===== src/common/encoder_pkg.sv =====
`default_nettype none

package encoder_pkg;

    localparam int char_w = 8;

    // defaults that encoder_top hands down to the submodules
    localparam int text_aw_default  = 6;
    localparam int word_len_default = 4;
    localparam int vocab_n_default  = 8;

    typedef enum logic [2:0] {
        ENC_IDLE,
        ENC_START_WORD,
        ENC_WAIT_MATCH,
        ENC_WRITE,
        ENC_DONE
    } enc_state_e;

    typedef enum logic [2:0] {
        M_IDLE,
        M_READ,        // addresses go to both RAMs
        M_COMPARE,     // read data is back
        M_NEXT_ENTRY,
        M_REPORT
    } match_state_e;

    // target of a host write
    typedef enum logic {
        MEM_TEXT,
        MEM_VOCAB
    } mem_sel_e;

endpackage

`default_nettype wire


===== src/common/match_if.sv =====
`default_nettype none

interface match_if #(
    parameter int TEXT_AW = encoder_pkg::text_aw_default,
    parameter int VOCAB_N = encoder_pkg::vocab_n_default
);
    localparam int TOK_W = $clog2(VOCAB_N + 1);

    logic               start;
    logic [TEXT_AW-1:0] word_addr;   // first character of the current word
    logic               done;
    logic               found;
    logic [TOK_W-1:0]   token;
    logic [TEXT_AW-1:0] word_len;
    logic               empty;

    // word_addr is driven by the cursor and passes the controller side on its way in
    modport ctrl (
        output start,
        input  word_addr,
        input  done,
        input  found,
        input  token,
        input  empty
    );

    modport match (
        input  start,
        input  word_addr,
        output done,
        output found,
        output token,
        output word_len,
        output empty
    );

endinterface

`default_nettype wire


===== src/encoder/encoder_ctrl.sv =====
`default_nettype none

module encoder_ctrl #(
    parameter int TEXT_AW = encoder_pkg::text_aw_default,
    parameter int VOCAB_N = encoder_pkg::vocab_n_default,
    localparam int TOK_W  = $clog2(VOCAB_N + 1)
) (
    input  logic               clk,
    input  logic               rst_n,
    input  logic               start_req,
    output logic               start_ack,
    output logic               busy,
    output logic [TEXT_AW-1:0] token_count,
    match_if.ctrl              m,
    output logic               adv_word,
    output logic               out_we,
    output logic [TOK_W-1:0]   out_wdata
);
    import encoder_pkg::*;

    enc_state_e         state;
    logic [TEXT_AW-1:0] count;

    always_ff @(posedge clk or negedge rst_n) begin
        if (!rst_n) begin
            state <= ENC_IDLE;
            count <= '0;
        end else begin
            case (state)
                ENC_IDLE: begin
                    if (start_req) begin
                        count <= '0;
                        state <= ENC_START_WORD;
                    end
                end
                ENC_START_WORD: begin
                    // the matcher has to close the previous handshake first
                    if (!m.done) begin
                        state <= ENC_WAIT_MATCH;
                    end
                end
                ENC_WAIT_MATCH: begin
                    if (m.done) begin
                        state <= m.empty ? ENC_DONE : ENC_WRITE;   // empty word ends the text
                    end
                end
                ENC_WRITE: begin
                    count <= count + 1'b1;
                    state <= ENC_START_WORD;
                end
                ENC_DONE: begin
                    if (!start_req) begin
                        state <= ENC_IDLE;
                    end
                end
                default: state <= ENC_IDLE;
            endcase
        end
    end

    // start stays up until done is seen, then drops with the state change
    assign m.start = (state == ENC_WAIT_MATCH);

    assign busy      = (state != ENC_IDLE);
    assign start_ack = (state == ENC_DONE);

    // matcher still holds its result during the write cycle
    assign out_we    = (state == ENC_WRITE);
    assign adv_word  = (state == ENC_WRITE);
    assign out_wdata = m.found ? m.token : '0;

    assign token_count = count;

endmodule

`default_nettype wire


===== src/encoder/matcher.sv =====
`default_nettype none

module matcher #(
    parameter int TEXT_AW   = encoder_pkg::text_aw_default,
    parameter int WORD_LEN  = encoder_pkg::word_len_default,
    parameter int VOCAB_N   = encoder_pkg::vocab_n_default,
    localparam int VOCAB_AW = $clog2(VOCAB_N * WORD_LEN),
    localparam int TOK_W    = $clog2(VOCAB_N + 1)
) (
    input  logic                          clk,
    input  logic                          rst_n,
    match_if.match                        m,
    output logic [TEXT_AW-1:0]            text_raddr,
    input  logic [encoder_pkg::char_w-1:0] text_rdata,
    output logic [VOCAB_AW-1:0]           vocab_raddr,
    input  logic [encoder_pkg::char_w-1:0] vocab_rdata
);
    import encoder_pkg::*;

    match_state_e       state;
    logic [TOK_W-1:0]   entry;
    logic [TEXT_AW-1:0] pos;
    logic               len_known;
    logic [TEXT_AW-1:0] len_r;
    logic               found_r;
    logic               empty_r;
    logic [TOK_W-1:0]   token_r;
    logic [char_w-1:0]  vchar;
    logic               scan;

    // once every entry has failed before the terminator was seen, the entry counter
    // sits at VOCAB_N and the text alone is walked to find the word length
    assign scan = (entry == TOK_W'(VOCAB_N));

    assign text_raddr  = m.word_addr + pos;
    assign vocab_raddr = VOCAB_AW'(entry * WORD_LEN + pos);

    // one position past the entry reads as padding, so a full-length word needs its zero there
    assign vchar = (pos == TEXT_AW'(WORD_LEN)) ? '0 : vocab_rdata;

    always_ff @(posedge clk or negedge rst_n) begin
        if (!rst_n) begin
            state     <= M_IDLE;
            entry     <= '0;
            pos       <= '0;
            len_known <= 1'b0;
            len_r     <= '0;
            found_r   <= 1'b0;
            empty_r   <= 1'b0;
            token_r   <= '0;
        end else begin
            case (state)
                M_IDLE: begin
                    if (m.start) begin
                        entry     <= '0;
                        pos       <= '0;
                        len_known <= 1'b0;
                        found_r   <= 1'b0;
                        empty_r   <= 1'b0;
                        token_r   <= '0;
                        state     <= M_READ;
                    end
                end
                M_READ: state <= M_COMPARE;
                M_COMPARE: begin
                    if (text_rdata == '0 && !len_known) begin
                        len_known <= 1'b1;
                        len_r     <= pos;
                    end
                    if (scan) begin
                        if (text_rdata == '0) begin
                            state <= M_REPORT;
                        end else begin
                            pos   <= pos + 1'b1;
                            state <= M_READ;
                        end
                    end else if (text_rdata == '0 && pos == '0) begin
                        empty_r <= 1'b1;   // seen on the first entry already
                        state   <= M_REPORT;
                    end else if (text_rdata != vchar) begin
                        state <= M_NEXT_ENTRY;
                    end else if (text_rdata == '0) begin
                        found_r <= 1'b1;
                        token_r <= entry + TOK_W'(1);
                        state   <= M_REPORT;
                    end else begin
                        pos   <= pos + 1'b1;
                        state <= M_READ;
                    end
                end
                M_NEXT_ENTRY: begin
                    pos   <= '0;
                    entry <= entry + TOK_W'(1);
                    if (entry == TOK_W'(VOCAB_N - 1) && len_known) begin
                        state <= M_REPORT;
                    end else begin
                        state <= M_READ;
                    end
                end
                M_REPORT: begin
                    if (!m.start) begin
                        state <= M_IDLE;
                    end
                end
                default: state <= M_IDLE;
            endcase
        end
    end

    assign m.done     = (state == M_REPORT);
    assign m.found    = found_r;
    assign m.token    = token_r;
    assign m.word_len = len_r;
    assign m.empty    = empty_r;

endmodule

`default_nettype wire


===== src/encoder/text_cursor.sv =====
`default_nettype none

module text_cursor #(
    parameter int TEXT_AW = encoder_pkg::text_aw_default
) (
    input  logic               clk,
    input  logic               rst_n,
    input  logic               clear,
    input  logic               adv_word,
    input  logic [TEXT_AW-1:0] word_len,
    output logic [TEXT_AW-1:0] word_addr,
    output logic [TEXT_AW-1:0] out_index
);

    always_ff @(posedge clk or negedge rst_n) begin
        if (!rst_n) begin
            word_addr <= '0;
            out_index <= '0;
        end else if (clear) begin
            word_addr <= '0;
            out_index <= '0;
        end else if (adv_word) begin
            word_addr <= word_addr + word_len + 1'b1;   // step over the terminating zero
            out_index <= out_index + 1'b1;
        end
    end

endmodule

`default_nettype wire


===== src/hw/encoder_top.sv =====
`default_nettype none

module encoder_top #(
    parameter int TEXT_AW   = encoder_pkg::text_aw_default,
    parameter int WORD_LEN  = encoder_pkg::word_len_default,
    parameter int VOCAB_N   = encoder_pkg::vocab_n_default,
    localparam int VOCAB_AW = $clog2(VOCAB_N * WORD_LEN),
    localparam int TOK_W    = $clog2(VOCAB_N + 1),
    localparam int HOST_AW  = (TEXT_AW > VOCAB_AW) ? TEXT_AW : VOCAB_AW
) (
    input  logic                          clk,
    input  logic                          rst_n,
    input  logic                          host_we,
    input  encoder_pkg::mem_sel_e         host_sel,
    input  logic [HOST_AW-1:0]            host_addr,
    input  logic [encoder_pkg::char_w-1:0] host_wdata,
    input  logic                          start_req,
    output logic                          start_ack,
    input  logic [TEXT_AW-1:0]            out_addr,
    output logic [TOK_W-1:0]              out_token,
    output logic [TEXT_AW-1:0]            token_count,
    output logic                          busy
);
    import encoder_pkg::*;

    logic                host_ok;
    logic                text_we;
    logic                vocab_we;
    logic [TEXT_AW-1:0]  text_raddr;
    logic [char_w-1:0]   text_rdata;
    logic [VOCAB_AW-1:0] vocab_raddr;
    logic [char_w-1:0]   vocab_rdata;
    logic                adv_word;
    logic                out_we;
    logic [TOK_W-1:0]    out_wdata;
    logic [TEXT_AW-1:0]  out_index;

    match_if #(
        .TEXT_AW(TEXT_AW),
        .VOCAB_N(VOCAB_N)
    ) m_if ();

    // the host cannot touch the memories while a run is in progress
    assign host_ok  = host_we && !busy;
    assign text_we  = host_ok && (host_sel == MEM_TEXT);
    assign vocab_we = host_ok && (host_sel == MEM_VOCAB);

    sram #(
        .AW(TEXT_AW),
        .DW(char_w)
    ) text_ram (
        .clk  (clk),
        .we   (text_we),
        .waddr(host_addr[TEXT_AW-1:0]),
        .wdata(host_wdata),
        .raddr(text_raddr),
        .rdata(text_rdata)
    );

    // entry e, character c lives at e * WORD_LEN + c
    sram #(
        .AW(VOCAB_AW),
        .DW(char_w)
    ) vocab_ram (
        .clk  (clk),
        .we   (vocab_we),
        .waddr(host_addr[VOCAB_AW-1:0]),
        .wdata(host_wdata),
        .raddr(vocab_raddr),
        .rdata(vocab_rdata)
    );

    sram #(
        .AW(TEXT_AW),
        .DW(TOK_W)
    ) out_ram (
        .clk  (clk),
        .we   (out_we),
        .waddr(out_index),
        .wdata(out_wdata),
        .raddr(out_addr),
        .rdata(out_token)
    );

    encoder_ctrl #(
        .TEXT_AW(TEXT_AW),
        .VOCAB_N(VOCAB_N)
    ) i_ctrl (
        .clk        (clk),
        .rst_n      (rst_n),
        .start_req  (start_req),
        .start_ack  (start_ack),
        .busy       (busy),
        .token_count(token_count),
        .m          (m_if.ctrl),
        .adv_word   (adv_word),
        .out_we     (out_we),
        .out_wdata  (out_wdata)
    );

    // cursor rewinds while a finished run is acknowledged, so every run starts at zero
    text_cursor #(
        .TEXT_AW(TEXT_AW)
    ) i_cursor (
        .clk      (clk),
        .rst_n    (rst_n),
        .clear    (start_ack),
        .adv_word (adv_word),
        .word_len (m_if.word_len),
        .word_addr(m_if.word_addr),
        .out_index(out_index)
    );

    matcher #(
        .TEXT_AW (TEXT_AW),
        .WORD_LEN(WORD_LEN),
        .VOCAB_N (VOCAB_N)
    ) i_matcher (
        .clk        (clk),
        .rst_n      (rst_n),
        .m          (m_if.match),
        .text_raddr (text_raddr),
        .text_rdata (text_rdata),
        .vocab_raddr(vocab_raddr),
        .vocab_rdata(vocab_rdata)
    );

endmodule

`default_nettype wire


===== src/hw/sram.sv =====
`default_nettype none

module sram #(
    parameter int AW = 6,
    parameter int DW = 8
) (
    input  logic          clk,
    input  logic          we,
    input  logic [AW-1:0] waddr,
    input  logic [DW-1:0] wdata,
    input  logic [AW-1:0] raddr,
    output logic [DW-1:0] rdata
);

    logic [DW-1:0] mem [2**AW];

    always_ff @(posedge clk) begin
        if (we) begin
            mem[waddr] <= wdata;
        end
        rdata <= mem[raddr];   // same-address access returns the old word
    end

endmodule

`default_nettype wire


===== config.mk =====
export PLATFORM = sky130hd
export DESIGN_NAME = encoder_top
export DESIGN_NICKNAME = d
export VERILOG_FILES = /design/src/common/encoder_pkg.sv /design/src/common/match_if.sv /design/src/encoder/encoder_ctrl.sv /design/src/encoder/matcher.sv /design/src/encoder/text_cursor.sv /design/src/hw/encoder_top.sv /design/src/hw/sram.sv
export SDC_FILE = /design/constraint.sdc
export NUM_CORES = 1
export LEC_CHECK = 0
export ABC_CLOCK_PERIOD_IN_PS = 6100
export BUFFER_PORTS_ARGS = -buffer_cell sky130_fd_sc_hd__buf_2
export CORE_MARGIN = 4
export CORE_UTILIZATION = 60
export CTS_BUF_LIST = sky130_fd_sc_hd__clkbuf_8 sky130_fd_sc_hd__clkbuf_16
export DETAILED_ROUTE_END_ITERATION = 12
export PLACE_DENSITY = 0.77
export SKIP_LAST_GASP = 1
export SLEW_MARGIN = 10
export SYNTH_ARGS = -nofsm -noshare
export SYNTH_HDL_FRONTEND = slang
export SYNTH_HIERARCHICAL = 1
export SYNTH_SLANG_ARGS = --single-unit

===== constraint.sdc =====
create_clock -name clk -period 6.1 [get_ports clk]
set_input_delay 0.305 -clock clk [delete_from_list [all_inputs] [get_ports clk]]
set_output_delay 0.305 -clock clk [all_outputs]
set_load 0.1 [all_outputs]

==> impl_metrics.toml, run 1 <==
[outcome]
status = "finished clean"

[yosys]
syn_area_per_cell_um2 = 19.77
yosys.area.top_type_share_pct = 70.12
ys_ff_latch = 1091
synth_cell_types = 89
ys_top_cells_by_area = "edfxtp_1 (70%), mux4_2 (13%), dfrtp_1 (2.7%), nor2_1 (1.9%), mux4_1 (1.1%)"
synth_cells = 2218
synth_top_flop_cell = "edfxtp_1"
syn_area_um2 = 43850
synthesis.nets = 2263
ys_seq_area_share_pct = 73.72
synth_edf_count = 1024
async_reset_ff_share_pct = 4.308
synth_largest_area_cell = "edfxtp_1"
yosysWarnings = 6

[setup_path]
cp_common_cell = "mux4_2"
crit_type = "flip-flop to flip-flop"
crit_required_ns = 6.62
crit_fanout = 55
critPathMaxStageDelay_ns = 0.91
arrival_ns = 4.65
worst_setup_path_start_kind = "flip-flop"
worstPathCellList = "ha_4 -> inv_1 -> fa_1 -> inv_4 -> buf_4 -> mux4_2 -> mux4_2 -> nor2_1 -> nor3_1 -> o2bb2ai_1"
cp_slowest_cell = "dfrtp_4"
path_delay_family = "buffers and inverters"
endpoint_kind = "flip-flop"
path_buf_inv = 3

[clocking]
cts_tree = "yes"
clk_pin_slew_worst_paths_ns = 0.07
cts_buffer_depth = 3
cts_root_buffer = "clkbuf_16"
cts_hold_buf = 2
clk_latency_ns = 0.66
numCtsBuffers = 103
cts_setup_buffers = 0
ctsResizeCount = 0
cts.sinks = 1091
h-tree-depth = 3

[place]
gp_congestion = 0.8294
place_ws_ns = 1.997
port_buffers = 36
place_inst = 3117
placed_area_um2 = 44770
dp.final_hpwl_um = 54580

[sta]
fin_worst_skew_ns = 0.02897
drv_slew = 0
holdWs_ns = 0.1255
setup_violations = 0
tns_ns = 0
period_needed_ns = 4.129
timing.final.crit_share_pct = 67.68
fmax_mhz = 242.2
max_slew_margin_pct = 18.13
tightest_slew_ns = 1.228
rsz0062_at_grt = "false"
fin_ws_ns = 1.971
hold_viol_final = 0

[global_route]
grt_antenna_before_repair = 4
grt_pass1_vias = 22460
grt_pass1_wl_um = 141600
grt_start_max_net_pins = 97
grt-ovfl-total = 0
grt_usage_pct = 24.17

[layout]
layout_common_cells = "edfxtp_1 (1024), mux4_2 (252), nor2_1 (217)"
final_util_pct = 67.01
drive_gt1_share_pct = 22.35
layoutNonFillerInstCount = 3314
final_net_count = 2320
nFillCells = 4414
syn_to_final_growth_pct = 9.995
layout_commonest_cell = "edfxtp_1"
design_area_um2 = 48230

[die]
num_rows = 98
fp.dieH_um = 278.3
io_pins = 37
dieArea_um2 = 77470
die_w_um = 278.3
design.core.area_um2 = 71980
start_util_pct = 60.92

[route]
routed_wl_um = 92220
drt-pass1-iter-count = 6
wl_per_cell_um = 27.83
ant_nets = 0
drc = 0
drt-initial-drc-count = 2739
vias = 21910
viasPerCell = 6.610

[min_path]
min_path_type = "input pin to flip-flop"

[pwr]
peakVddDrop_v = 0.0005242
p_leak_nw = 15.40
powerDensity_nw_per_um2 = 446.5
p_total_mw = 21.54

[job]
maxCapViolCount = 0
## cells by family after synthesis
group           Yosys count  synth area share (%)
buf+inv                 137                 1.860
simple gates            442                 4.899
flops                  1091                 73.72
xor+xnor                 21                0.4194
compound gates          175                 2.896
mux                     332                 15.58
fa+ha+maj                20                0.6220
## cell usage after synthesis, drive strengths merged (14+ instances only)
master,instances
a21oi,26
buf,73
clkbuf,41
dfrtp,47
dfxtp,20
edfxtp,1024
ha,17
inv,21
mux2,27
mux2i,34
mux4,271
nand2,59
nand2b,20
nand3,31
nand3b,14
nor2,217
nor2b,26
o21ai,17
o221ai,14
o22ai,16
xnor2,15
## worst paths after layout
| path | from | slack (ns) | depth (start not counted) | endpoint |
|---|---|---|---|---|
| hold reg to reg | i_matcher/m.word_len[3] | 0.50 | 2 | i_matcher/m.word_len[3] |
| hold / removal | out_addr[5] | 0.13 | 3 | out_ram/rdata[3] |
| min in group asynchronous | rst_n | 0.37 | 2 | i_ctrl/token_count[0] |
| setup / recovery | i_matcher/pos[0] | 1.97 | 10 | text_ram/rdata[0] |
| max in group asynchronous | rst_n | 4.96 | 2 | i_matcher/pos[0] |
| setup reg to reg | i_matcher/pos[0] | 1.97 | 10 | text_ram/rdata[0] |
## final cells by class
type,count,area [um^2],share of cell area [%]
Tap cell,950,1189,2.464
Clock buffer,112,2735,5.671
Sequential cell,1091,32330,67.03
Timing Repair Buffer,66,440.4,0.9131
Clock inverter,80,679.4,1.409
Inverter,23,88.84,0.1842
Antenna cell,2,5.005,0.01038
Multi-Input combinational cell,990,10770,22.32
## layer usage
metal / wire (um) / part of all wire, % / vias to the layer above / global-route usage (%)
li1: - / - / 9214 / -
met1: 34820 / 38 / 11370 / 33.05
met2: 46360 / 50 / 1121 / 39.49
met3: 7653 / 8.3 / 202 / 4.496
met4: 3362 / 3.6 / 4 / 9.397
met5: 24 / 0.026 / - / 0
## report_power, final
part / total [mW] / leakage (nW) / switching, mW / internal [mW]
clock: 6.36 / 1.76 / 2.67 / 3.69
sequential: 8.68 / 10.0 / 0.324 / 8.36
combinational: 6.50 / 3.60 / 3.54 / 2.96
## flip-flops by register name, summed over array words and instances (netlist names), 3 cells and up
| register | cells |
|---|---|
| i_ctrl/state | 3 |
| i_ctrl/token_count | 6 |
| i_cursor/out_index | 6 |
| i_cursor/word_addr | 6 |
| i_matcher/entry | 4 |
| i_matcher/m.token | 4 |
| i_matcher/m.word_len | 6 |
| i_matcher/pos | 6 |
| i_matcher/state | 3 |
| out_ram/mem | 256 |
| out_ram/rdata | 4 |
| text_ram/mem | 512 |
| text_ram/rdata | 8 |
| vocab_ram/mem | 256 |
| vocab_ram/rdata | 8 |
## worst min-delay path, stage by stage
cell,delay (ns)
buf_2,0.16
or3_1,0.13
o211ai_1,0.12
Power figures use the tool's default switching activity.
==> run 2, diff against run 1 <==
--- a/config.mk
+++ b/config.mk
@@ -5,10 +5,10 @@
 export SDC_FILE = /design/constraint.sdc
 export NUM_CORES = 1
 export LEC_CHECK = 0
-export ABC_CLOCK_PERIOD_IN_PS = 6100
+export ABC_CLOCK_PERIOD_IN_PS = 3360
 export BUFFER_PORTS_ARGS = -buffer_cell sky130_fd_sc_hd__buf_2
 export CORE_MARGIN = 4
-export CORE_UTILIZATION = 60
+export CORE_UTILIZATION = 57
 export CTS_BUF_LIST = sky130_fd_sc_hd__clkbuf_8 sky130_fd_sc_hd__clkbuf_16
 export DETAILED_ROUTE_END_ITERATION = 12
 export PLACE_DENSITY = 0.77
==> constraint.sdc (replaced) <==
create_clock -name clk -period 3.36 [get_ports clk]
set_input_delay 0.168 -clock clk [delete_from_list [all_inputs] [get_ports clk]]
set_output_delay 0.168 -clock clk [all_outputs]
set_load 0.1 [all_outputs]
==> run 2 against run 1 <==
Global-route usage is 0.64 points lower. Final area is 2.8% higher. Combinational power is 91% higher. Clock power is 87% higher. Critical path type unchanged. Largest power group unchanged. Highest routed layer is now met4.
==> impl_metrics.toml, run 2 (synthesis results as in run 1) <==
[layout]
drive_gt1_share_pct = 26.16
final_util_pct = 65.20
largest-register = "text_ram/mem"
layout_commonest_cell = "edfxtp_1"
final_net_count = 2448
layout_common_cells = "edfxtp_1 (1024), mux4_2 (252), nor2_1 (217)"
syn_to_final_growth_pct = 13.12
diodes = 0
reg_top3 = "text_ram/mem (512), out_ram/mem (256), vocab_ram/mem (256)"
largest_reg_flops = 512
nFillCells = 4858

[setup_path]
arrival_ns = 3.62
crit_fanout = 10
path_delay_family = "simple AND/OR/NAND/NOR gates"
worstPathCellList = "or3_1 -> nor3b_2 -> nor2b_1 -> nand3_1 -> nor2_1 -> buf_4"
endpoint_kind = "flip-flop"
crit_required_ns = 3.75
path_buf_inv = 1
worst_setup_path_start_kind = "flip-flop"
cp_slowest_cell = "or3_1"
crit_type = "flip-flop to flip-flop"
critPathMaxStageDelay_ns = 0.58

[clocking]
cts_tree = "yes"
cts_root_buffer = "clkbuf_16"
h-tree-depth = 3
cts.sinks = 1091
numCtsBuffers = 106
clk_pin_slew_worst_paths_ns = 0.06
clk_latency_ns = 0.68
cts_setup_buffers = 0
cts_buffer_depth = 3

[pwr]
power_frac_clock_pct = 29.8
powerDensity_nw_per_um2 = 807.2
p_leak_nw = 16.19
intPower_mw = 27.91
power.net_switching_mw = 12.14
p_total_mw = 40.04
switching_share_pct = 30.31
peakVddDrop_v = 0.0006579
power.share.sequential_pct = 39.2
combPwrFrac_pct = 31.0

[sta]
drv_slew = 0
rsz0062_at_grt = "false"
timing.final.crit_share_pct = 96.07
tightest_slew_ns = 1.196
setup_violations = 0
period_needed_ns = 3.228
fin_worst_skew_ns = 0.04313
fmax_mhz = 309.8
max_slew_margin_pct = 20.28
tns_ns = 0
hold_viol_final = 0

[die]
dieArea_um2 = 81430
die_w_um = 285.4
design.core.area_um2 = 76080
num_rows = 101
io_pins = 37
fp.dieH_um = 285.4
start_util_pct = 57.64

[place]
dp.final_hpwl_um = 58470
gp_congestion = 0.8678
port_buffers = 36

[global_route]
grt_pass1_vias = 23140
grt_antenna_before_repair = 0
grt-ovfl-total = 0
grt_usage_pct = 23.53
grt_pass1_wl_um = 145200
grt_start_max_net_pins = 97

[route]
vias = 22510
wl_per_cell_um = 26.89
ant_nets = 0
drt-initial-drc-count = 2696
drt-pass1-iter-count = 9
routed_wl_um = 94620
drc = 0
viasPerCell = 6.398

[outcome]
status = "finished clean"

[job]
maxCapViolCount = 0

[min_path]
min_path_type = "input pin to flip-flop"
[run 2: routing by layer]
layer,part of all wire (%),wire (um),vias up,GRT usage (%)
met1,39,36600,11600,32.87
met4,3.2,3014,0,7.125
met3,7.8,7416,243,3.749
li1,-,-,9470,-
met2,50,47590,1201,39.03
met5,0,0,-,0
[run 2: power by group through the flow]
stage	sequential, mW	clock [mW]	combinational (mW)
finish	15.7	11.9	12.4
global route	15.7	12.7	13.1
CTS	15.7	12.1	12.4
detailed placement	16.0	0	12.2
global placement	15.9	0	12.0
floorplan	15.9	0	8.95
[run 2: path summary, 6_finish.rpt]
| check | startpoint | endpoint | slack, ns | depth (start not counted) |
|---|---|---|---|---|
| max | i_ctrl/state[1] | text_ram/mem[38][5] | 0.13 | 6 |
| min | host_wdata[5] | text_ram/mem[63][5] | 0.04 | 1 |
| max reg2reg | i_ctrl/state[1] | text_ram/mem[38][5] | 0.13 | 6 |
| min reg2reg | i_matcher/m.word_len[3] | i_matcher/m.word_len[3] | 0.50 | 2 |
| max in group asynchronous | rst_n | i_cursor/out_index[1] | 2.48 | 3 |
| min in group asynchronous | rst_n | i_ctrl/token_count[3] | 0.19 | 2 |
[run 2: per-stage QoR]
stage / hold slack [ns] / worst slack, ns / cell area [um^2] / cells
2_1_floorplan: -0.1276 / 0.3077 / 43860 / 2218
4_1_cts: 0.03423 / 0.03635 / 49580 / 3519
3_3_place_gp: 0.3230 / 0.1214 / 45930 / 3320
3_5_place_dp: 0.3360 / 0.05750 / 45930 / 3320
5_1_grt: 0.06193 / 0.04142 / 49600 / 3519
6_report: 0.03776 / 0.1321 / 49600 / 3519
[run 2: area by class of cell]
class                      count  area (um^2)  area share (%)
sequential                  1091        32330           65.18
inverter                      23        88.84          0.1791
multi-input combinational    990        10790           21.75
clock inverter                80        780.7           1.574
clock buffer                 114         2808           5.660
tap                         1030         1289           2.598
timing repair buffer         191         1520           3.065
[run 2: repair_timing]
action	4_1_cts	5_1_grt
cloned	0	0
gates resized for setup	1	3
hold endpoints to repair	63	0
setup endpoints to repair	3	13
hold buffers	5	0
